### config.mk
export PLATFORM = sky130hd
export DESIGN_NAME = brPreTop
export DESIGN_NICKNAME = d
export VERILOG_FILES = /design/src/brPrePkg.sv /design/src/brPreCfg.sv /design/src/brPredTable.sv /design/src/brDispDecode.sv /design/src/brPreTop.sv
export VERILOG_INCLUDE_DIRS = /design/src /design/src/src
export SDC_FILE = /design/constraint.sdc
export NUM_CORES = 1
export LEC_CHECK = 0
export ABC_AREA = 1
export BUFFER_PORTS_ARGS = -buffer_cell sky130_fd_sc_hd__clkbuf_2
export CORE_ASPECT_RATIO = 2
export CORE_MARGIN = 1.5
export CORE_UTILIZATION = 60
export CTS_CLUSTER_SIZE = 25
export DETAILED_ROUTE_END_ITERATION = 8
export PLACE_DENSITY = 0.88
export SETUP_SLACK_MARGIN = 0.05
export SLEW_MARGIN = 20
export SYNTH_ARGS = -nofsm -noshare
export SYNTH_HDL_FRONTEND = slang
export SYNTH_SLANG_ARGS = --single-unit
### constraint.sdc
create_clock -name clock -period 3.65 [get_ports clock]
set_input_delay 0.365 -clock clock [delete_from_list [all_inputs] [get_ports clock]]
set_output_delay 0.365 -clock clock [all_outputs]
set_load 0.03 [all_outputs]
### src/brPreConsts.svh
// early branch pre-decoder constants
// widths of PC, instruction word, table index and history, plus opcode fields
`ifndef BR_PRE_CONSTS_SVH
`define BR_PRE_CONSTS_SVH

`define BP_PC_BITS 48
`define BP_INSTR_BITS 64
// 64-entry counter table
`define BP_IX_BITS 6
// history xor'ed straight into the index, so same width
`define BP_HIST_BITS 6

// short form, nibble in 15:12 and sub-op in 11:9
`define BP_OP_BRA8_NIB 4'h2
`define BP_OP_BRA8_SUB 3'b000
`define BP_OP_BRACC8_NIB 4'h2
`define BP_OP_BRACC8_SUB 3'b001
// long form, nibble 15:12, sub-op 11:8, selector in 31:29
`define BP_OP_BRA20_NIB 4'hF
`define BP_OP_BRA20_SUB 4'h0
`define BP_OP_BRA20_HI 3'b110
`define BP_OP_BRACC20_NIB 4'hF
`define BP_OP_BRACC20_SUB 4'h0
`define BP_OP_BRACC20_HI 3'b111
// return through link register, whole low halfword
`define BP_OP_RTSU 16'h3012

`endif

### src/brPrePkg.sv
// early branch pre-decoder types
// branch kinds, execute resolution code and predictor counter states
package brPrePkg;

	// decoded kind of the word at decode
	typedef enum logic [2:0]
	{
		brNone    = 3'd0,
		brBra8    = 3'd1,
		brBra20   = 3'd2,
		brBraCc8  = 3'd3,
		brBraCc20 = 3'd4,
		brRtsu    = 3'd5
	} brKindT;

	// predication mode of a resolved instruction
	// bit 1 set means conditional
	typedef enum logic [1:0]
	{
		dirUncond   = 2'b00,
		dirNotBra   = 2'b01,
		dirBraTrue  = 2'b10,
		dirBraFalse = 2'b11
	} resModeT;

	// resolution from execute, bit 2 is branch not taken
	typedef struct packed
	{
		logic    notTaken;
		resModeT mode;
	} resDirT;

	// eight-state counters
	// predicts taken when bit 2 differs from bit 1
	typedef enum logic [2:0]
	{
		ctrWeakNt     = 3'b000,
		ctrStrongNt   = 3'b001,
		ctrTrWeakNt   = 3'b010,
		ctrTrStrongNt = 3'b011,
		ctrWeakTk     = 3'b100,
		ctrStrongTk   = 3'b101,
		ctrTrWeakTk   = 3'b110,
		ctrTrStrongTk = 3'b111
	} ctrStateT;

endpackage

### src/brPreCfg.sv
// branch predictor configuration
// holds prediction and history enables, written by one strobe,
// and the global history shifted by conditional resolutions
`include "brPreConsts.svh"

module brPreCfg
(
	input  logic                     clock,
	input  logic                     rstN,
	input  logic                     cfgWrite,
	input  logic                     cfgPredEn,
	input  logic                     cfgHistEn,
	input  brPrePkg::resDirT         exBraDir,
	output logic                     predEn,
	output logic [`BP_HIST_BITS-1:0] history
);

	import brPrePkg::*;

	logic   histEn;
	// resolution one cycle behind execute, lines up with the table update
	resDirT exDirQ;

	// both enables captured together on the strobe
	always_ff @(posedge clock or negedge rstN)
	begin
		if (!rstN)
		begin
			predEn <= 1'b1;
			histEn <= 1'b1;
		end
		else if (cfgWrite)
		begin
			predEn <= cfgPredEn;
			histEn <= cfgHistEn;
		end
	end

	always_ff @(posedge clock or negedge rstN)
	begin
		if (!rstN)
		begin
			exDirQ  <= '{notTaken: 1'b0, mode: dirNotBra};
			history <= '0;
		end
		else
		begin
			exDirQ <= exBraDir;
			// disabled history gives a plain pc-indexed table
			if (!histEn)
				history <= '0;
			else if (exDirQ.mode[1])
				history <= {history[`BP_HIST_BITS-2:0], exDirQ.notTaken};
		end
	end

endmodule

### src/brPredTable.sv
// branch prediction counter table
// 64 eight-state counters, read at fetch for decode one cycle later,
// and trained by read-modify-write from the execute resolution stream
`include "brPreConsts.svh"

module brPredTable
(
	input  logic                     clock,
	input  logic                     rstN,
	input  logic [`BP_HIST_BITS-1:0] history,
	input  logic [`BP_PC_BITS-1:0]   ifBraBPc,
	input  logic [`BP_PC_BITS-1:0]   istrBasePc,
	input  logic [`BP_PC_BITS-1:0]   exBraBPc,
	input  brPrePkg::resDirT         exBraDir,
	output logic                     predValid,
	output logic                     predTaken
);

	import brPrePkg::*;

	localparam int Entries = 1 << `BP_IX_BITS;

	ctrStateT ctrs [Entries];

	// fetch side
	logic [`BP_IX_BITS-1:0] ifIx;
	logic [`BP_IX_BITS-1:0] idIx;
	logic [`BP_IX_BITS-1:0] ibIx;
	ctrStateT               ifCnt;

	// execute side, two slots in flight
	logic [`BP_IX_BITS-1:0] exIxA;
	logic [`BP_IX_BITS-1:0] exIx;
	ctrStateT               exCnt;
	ctrStateT               exCntNext;
	resDirT                 exDir;

	// transition table, indexed by {notTaken, state}
	function automatic ctrStateT ctrStep(input ctrStateT cur, input logic notTaken);
		ctrStateT nxt;
		nxt = cur;
		case ({notTaken, cur})
			4'b0000: nxt = ctrStrongNt;
			4'b0001: nxt = ctrStrongNt;
			4'b0010: nxt = ctrWeakNt;
			4'b0011: nxt = ctrTrWeakNt;
			4'b0100: nxt = ctrTrWeakNt;
			4'b0101: nxt = ctrWeakTk;
			4'b0110: nxt = ctrTrStrongNt;
			4'b0111: nxt = ctrTrStrongNt;
			4'b1000: nxt = ctrTrWeakTk;
			4'b1001: nxt = ctrWeakNt;
			4'b1010: nxt = ctrTrStrongTk;
			4'b1011: nxt = ctrTrStrongTk;
			4'b1100: nxt = ctrStrongTk;
			4'b1101: nxt = ctrStrongTk;
			4'b1110: nxt = ctrWeakTk;
			4'b1111: nxt = ctrTrWeakTk;
			default: nxt = cur;
		endcase
		return nxt;
	endfunction

	// gshare style indices
	assign ifIx  = ifBraBPc[`BP_IX_BITS:1] ^ history;
	assign ibIx  = istrBasePc[`BP_IX_BITS:1] ^ history;
	assign exIxA = exBraBPc[`BP_IX_BITS:1] ^ history;

	assign exCntNext = ctrStep(exCnt, exDir.notTaken);

	// decode pc must hit the entry read last cycle
	assign predValid = (ibIx == idIx);
	// xor rule on the counter bits
	assign predTaken = ifCnt[2] ^ ifCnt[1];

	always_ff @(posedge clock or negedge rstN)
	begin
		if (!rstN)
		begin
			for (int i = 0; i < Entries; i++)
				ctrs[i] <= ctrWeakNt;
			ifCnt <= ctrWeakNt;
			idIx  <= '0;
			exCnt <= ctrWeakNt;
			exIx  <= '0;
			exDir <= '{notTaken: 1'b0, mode: dirNotBra};
		end
		else
		begin
			// fetch read, used by decode next cycle
			ifCnt <= ctrs[ifIx];
			idIx  <= ifIx;
			// execute read slot
			exCnt <= ctrs[exIxA];
			exIx  <= exIxA;
			exDir <= exBraDir;
			// write slot, only conditional resolutions train
			if (exDir.mode[1])
				ctrs[exIx] <= exCntNext;
		end
	end

endmodule

### src/brDispDecode.sv
// early branch recognizer and target adder
// classifies the decode word, forms the pc-relative or link target
// and gates conditional branches by the prediction
`include "brPreConsts.svh"

module brDispDecode
(
	input  logic [`BP_INSTR_BITS-1:0] istrWord,
	input  logic [`BP_PC_BITS-1:0]    istrBraPc,
	input  logic [`BP_PC_BITS-1:0]    regValLr,
	input  logic                      predEn,
	input  logic                      predValid,
	input  logic                      predTaken,
	output logic [`BP_PC_BITS-1:0]    preBraPc,
	output logic                      preIsBra
);

	import brPrePkg::*;

	brKindT      kind;
	logic [31:0] disp8;
	logic [31:0] disp20;
	logic [31:0] tgt8;
	logic [31:0] tgt20;
	logic        doCond;

	// low 32 bits of pc plus twice disp
	// 20-bit low add, high part picked from pc-1, pc, pc+1
	function automatic logic [31:0] calcTarget(input logic [31:0] pc, input logic [31:0] disp);
		logic [20:0] lo;
		logic [10:0] hiP0;
		logic [10:0] hiP1;
		logic [10:0] hiN1;
		logic [10:0] hi;
		lo   = {1'b0, pc[20:1]} + disp[19:0];
		hiP0 = pc[31:21];
		hiP1 = pc[31:21] + 11'd1;
		hiN1 = pc[31:21] - 11'd1;
		// negative disp carries all ones into the high part
		if (disp[30])
			hi = lo[20] ? hiP0 : hiN1;
		else
			hi = lo[20] ? hiP1 : hiP0;
		return {hi, lo[19:0], pc[0]};
	endfunction

	// sign from bit 7 in both forms
	assign disp8  = {{24{istrWord[7]}}, istrWord[7:0]};
	assign disp20 = {{12{istrWord[7]}}, istrWord[7:0], istrWord[27:16]};

	assign tgt8  = calcTarget(istrBraPc[31:0], disp8);
	assign tgt20 = calcTarget(istrBraPc[31:0], disp20);

	// classify, rtsu checked first
	always_comb
	begin
		kind = brNone;
		if (istrWord[15:0] == `BP_OP_RTSU)
			kind = brRtsu;
		else if ((istrWord[15:12] == `BP_OP_BRA8_NIB) && (istrWord[11:9] == `BP_OP_BRA8_SUB))
			kind = brBra8;
		else if ((istrWord[15:12] == `BP_OP_BRACC8_NIB) && (istrWord[11:9] == `BP_OP_BRACC8_SUB))
			kind = brBraCc8;
		else if ((istrWord[15:12] == `BP_OP_BRA20_NIB) && (istrWord[11:8] == `BP_OP_BRA20_SUB) &&
			(istrWord[31:29] == `BP_OP_BRA20_HI))
			kind = brBra20;
		else if ((istrWord[15:12] == `BP_OP_BRACC20_NIB) &&
			(istrWord[11:8] == `BP_OP_BRACC20_SUB) && (istrWord[31:29] == `BP_OP_BRACC20_HI))
			kind = brBraCc20;
	end

	// conditional redirect needs enable, entry match and taken counter
	assign doCond = predEn && predValid && predTaken;

	always_comb
	begin
		preBraPc = '0;
		preIsBra = 1'b0;
		case (kind)
			brBra8:
			begin
				preBraPc = {istrBraPc[47:32], tgt8};
				preIsBra = 1'b1;
			end
			brBra20:
			begin
				preBraPc = {istrBraPc[47:32], tgt20};
				preIsBra = 1'b1;
			end
			brBraCc8:
			begin
				preBraPc = doCond ? {istrBraPc[47:32], tgt8} : '0;
				preIsBra = doCond;
			end
			brBraCc20:
			begin
				preBraPc = doCond ? {istrBraPc[47:32], tgt20} : '0;
				preIsBra = doCond;
			end
			brRtsu:
			begin
				preBraPc = regValLr;
				preIsBra = 1'b1;
			end
			default:
			begin
				preBraPc = '0;
				preIsBra = 1'b0;
			end
		endcase
	end

endmodule

### src/brPreTop.sv
// early branch pre-decoder top
// joins configuration, counter table and decoder into the redirect output
`include "brPreConsts.svh"

module brPreTop
(
	input  logic                      clock,
	input  logic                      rstN,
	// configuration strobe and levels
	input  logic                      cfgWrite,
	input  logic                      cfgPredEn,
	input  logic                      cfgHistEn,
	// fetch
	input  logic [`BP_PC_BITS-1:0]    ifBraBPc,
	// decode
	input  logic [`BP_INSTR_BITS-1:0] istrWord,
	input  logic [`BP_PC_BITS-1:0]    istrBasePc,
	input  logic [`BP_PC_BITS-1:0]    istrBraPc,
	input  logic [`BP_PC_BITS-1:0]    regValLr,
	// execute resolution
	input  logic [`BP_PC_BITS-1:0]    exBraBPc,
	input  brPrePkg::resDirT          exBraDir,
	// redirect
	output logic [`BP_PC_BITS-1:0]    preBraPc,
	output logic                      preIsBra
);

	logic                     predEn;
	logic [`BP_HIST_BITS-1:0] history;
	logic                     predValid;
	logic                     predTaken;

	brPreCfg brPreCfg_inst
	(
		.clock     (clock),
		.rstN      (rstN),
		.cfgWrite  (cfgWrite),
		.cfgPredEn (cfgPredEn),
		.cfgHistEn (cfgHistEn),
		.exBraDir  (exBraDir),
		.predEn    (predEn),
		.history   (history)
	);

	brPredTable brPredTable_inst
	(
		.clock      (clock),
		.rstN       (rstN),
		.history    (history),
		.ifBraBPc   (ifBraBPc),
		.istrBasePc (istrBasePc),
		.exBraBPc   (exBraBPc),
		.exBraDir   (exBraDir),
		.predValid  (predValid),
		.predTaken  (predTaken)
	);

	// decode path is purely combinational
	brDispDecode brDispDecode_inst
	(
		.istrWord  (istrWord),
		.istrBraPc (istrBraPc),
		.regValLr  (regValLr),
		.predEn    (predEn),
		.predValid (predValid),
		.predTaken (predTaken),
		.preBraPc  (preBraPc),
		.preIsBra  (preIsBra)
	);

endmodule

==> flow_summary.ini <==
[layout]
mostFrequentLayoutCells = nand2_1 (652), nand3_1 (238), dfrtp_1 (217)
filler_cell_count = 2102
final_common_cell = nand2_1
layout.area.seq_um2 = 5480
post_route_cells_drive_above_1_share = 0.125
multiInputGateArea_um2 = 8740
area_delta_synth_final_pct = 12.9
final_net_count = 2750

[sta]
timing.final.crit_share = 0.903
post_route_setup_tns_ns = 0
timing.hold.ws_ns = 0.0355
final.setup_skew_ns = 0.0126
slew_violations = 0
period_needed_ns = 3.30
slew_margin_rel = 0.360
fmaxAchievable_mhz = 303
unrepaired_setup_endpoints_after_global_routing = false
tightest_slew_ns = 0.958
hold_viol_final = 0
report.final.setup_viol = 0

[pwr]
total_power_mw = 7.91
cellLeakagePower_nw = 8.56
pwr_density_cell_nw_per_um2 = 455
max-vdd-ir-drop_uv = 491

[floorplanning]
num_io_pins = 361
die_height_um = 229
die_width_um = 116
initial_core_util = 0.612
num_rows = 82
die_area_um2 = 26700
fp.coreArea_um2 = 25100

[critical_path]
worstPathCellList = clkbuf_2 > ha_1 > nand2_1 > inv_1 > nand2_1 > nand2_1 > a21oi_1 > nand3_2 > inv_1 > nand2_1 > nand2_2 > nand2_1 > nand3_1 > clkbuf_2
crit_path_max_incr_delay_ns = 0.60
crit_type = primary input to output pin
critPathSlowestCell = ha_1
cp.required_ns = 3.28
timing.critical_path.from_type = primary input
critical_path_arrival_ns = 2.93
path_common_cell = nand2_1
end_kind = output pin
critPathMaxFanout = 14

[routing]
vias_per_cell = 6.22
drt.antenna.violating_nets = 0
detailedRoute.firstPassIterationCount = 6
wl_per_cell_um = 20.5
detailedRoute.firstIterationViolations = 1894
drc_violation_count_after_routing = 0
detail_route.wirelength_mm = 56.2
vias = 17100

[cts]
clkSinkCount = 219
insertion_delay_ns = 0.52
cts-buffers-inserted = 19
clk_root_buffer_cell = clkbuf_16
cts_tree = built
number_of_buffers_on_the_longest_clock_path = 3
htree_levels = 1
clkTransAtPathRegs_ns = 0.07

[min_path]
worst_hold_path_type = primary input to flip-flop

[synth]
synth_flop_cell = dfrtp_1
yosysSeqAreaShare = 0.356
syn_avg_cell_area_um2 = 6.88
postSynth.asyncResetShare = 1.00
syn-cell-area_um2 = 15400
post_synthesis_net_count = 2592
yosys_warnings = 0
distinct_cells_synth = 44
postSynthRegisterBits = 219
synth_edf_count = 0
post_synth_inst_count = 2237

[global_routing]
total_routing_resource_utilization_after_global_routing = 0.427
globalRouteOverflowTotal = 0
first_pass_grt_wire_length_mm = 86.5
via_count_of_the_first_global_routing_pass = 16700
number_of_antenna_violations_at_the_first_check_in_global_routing = 3
grt_start_max_net_pins = 108

[placed_design]
place.detailed.hpwl_mm = 39.4
place_congestion = 1.07
numPortBuffers = 200

[outcome]
run_status = complete, no violations

[run]
drv_cap = 0
-- worst paths after layout --
check	slack, ns	cells past startpoint	endpoint	from
worst max-delay path	0.35	14	preBraPc[27]	istrWord[7]
worst min-delay path	0.04	3	brPreCfg_inst.predEn	cfgPredEn
worst min register to register	0.49	2	brPredTable_inst.ctrs[24]	brPredTable_inst.ctrs[24]
max in group asynchronous	2.25	3	brPredTable_inst.ctrs[125]	rstN
worst max register to register	0.97	10	brPredTable_inst.exCnt[1]	brPreCfg_inst.history[0]
min in group asynchronous	0.46	2	brPredTable_inst.ctrs[164]	rstN
-- where the power goes --
group          total (mW)  internal, mW  leakage, nW  switching [mW]
Clock                2.20          1.24        0.310           0.958
Combinational        2.45         0.802         5.39            1.64
Sequential           3.26          2.94         2.85           0.322
Total                7.91          4.98         8.56            2.92
-- cells by family after synthesis --
group / synth area share
buffers and inverters: 0.0798
adders and majority gates: 0.0359
AOI/OAI and AO/OA: 0.183
and+or+nand+nor: 0.316
DFF: 0.356
muxes: 0.000732
xor gates and xnor gates: 0.0287
-- critical path: cells and delay by family --
family	cells	cell delay [ns]
fa+ha+maj	1	0.60
buf+inv	4	0.64
simple gates	8	0.92
compound gates	1	0.40
-- per-layer routing --
metal	vias to the layer above	global-route usage	wire length (um)
met5	-	0	8
met4	2	0.383	6160
met3	401	0.113	5640
met2	1127	0.696	26600
met1	7733	0.437	17700
li1	7810	-	-
-- layout make-up --
| class | instances | area share |
|---|---|---|
| antenna | 2 | 0.000288 |
| clock buffer | 25 | 0.0304 |
| clock inverter | 8 | 0.00727 |
| timing repair buffer | 233 | 0.0742 |
| sequential | 219 | 0.316 |
| multi-input combinational | 1712 | 0.503 |
| inverter | 210 | 0.0454 |
| tap | 336 | 0.0242 |
-- sequential cells by signal, summed over array words and instances (netlist names) --
name	count
brPredTable_inst.ctrs	192
brPreCfg_inst.history	6
brPredTable_inst.exIx	6
brPredTable_inst.idIx	6
brPredTable_inst.exCnt	3
brPredTable_inst.exDir	2
brPredTable_inst.ifCnt	2
brPreCfg_inst.histEn	1
brPreCfg_inst.predEn	1
-- stage by stage --
stage               area [um2]  utilization  cells  worst slack [ns]
finish                   17400        0.691   2745             0.354
global route             17400        0.691   2743             0.146
CTS                      17300        0.690   2742             0.253
detailed placement       16700        0.663   2706             0.482
global placement         16700        0.663   2706             0.507
floorplan                15400            -   2237              1.16
-- Yosys cell counts, types with 3 or more instances --
cell      number  area, um2
a21o_1         5       37.5
a21oi_1      107        536
a22oi_1        5       37.5
buf_2         39        195
buf_4          6       45.0
clkbuf_1      47        176
dfrtp_1      217       5430
ha_1          41        513
inv_1        204        766
inv_2          6       22.5
nand2_1      655       2460
nand2_2        6       37.5
nand3_1      238       1190
nand3_2        3       30.0
nand3b_1       5       37.5
nand4_1       30        188
nor2_1       177        664
nor3_1        23        115
nor3_2         3       30.0
o211ai_1     159       1190
o21a_1         6       45.0
o21ai_0      164        821
o21ai_1       10       50.1
o21bai_1       7       52.6
or2_2          5       31.3
xnor2_1       21        184
xnor2_2        3       48.8
xor2_1        22        193
-- timing repair --
action / in CTS / in global routing
setup endpoints to repair: 0 / 16
hold buffers: 3 / 0
hold endpoints to repair: 81 / 0
gates resized for setup: 0 / 2
buffers inserted: 0 / 1
Power figures use the tool's default switching activity.
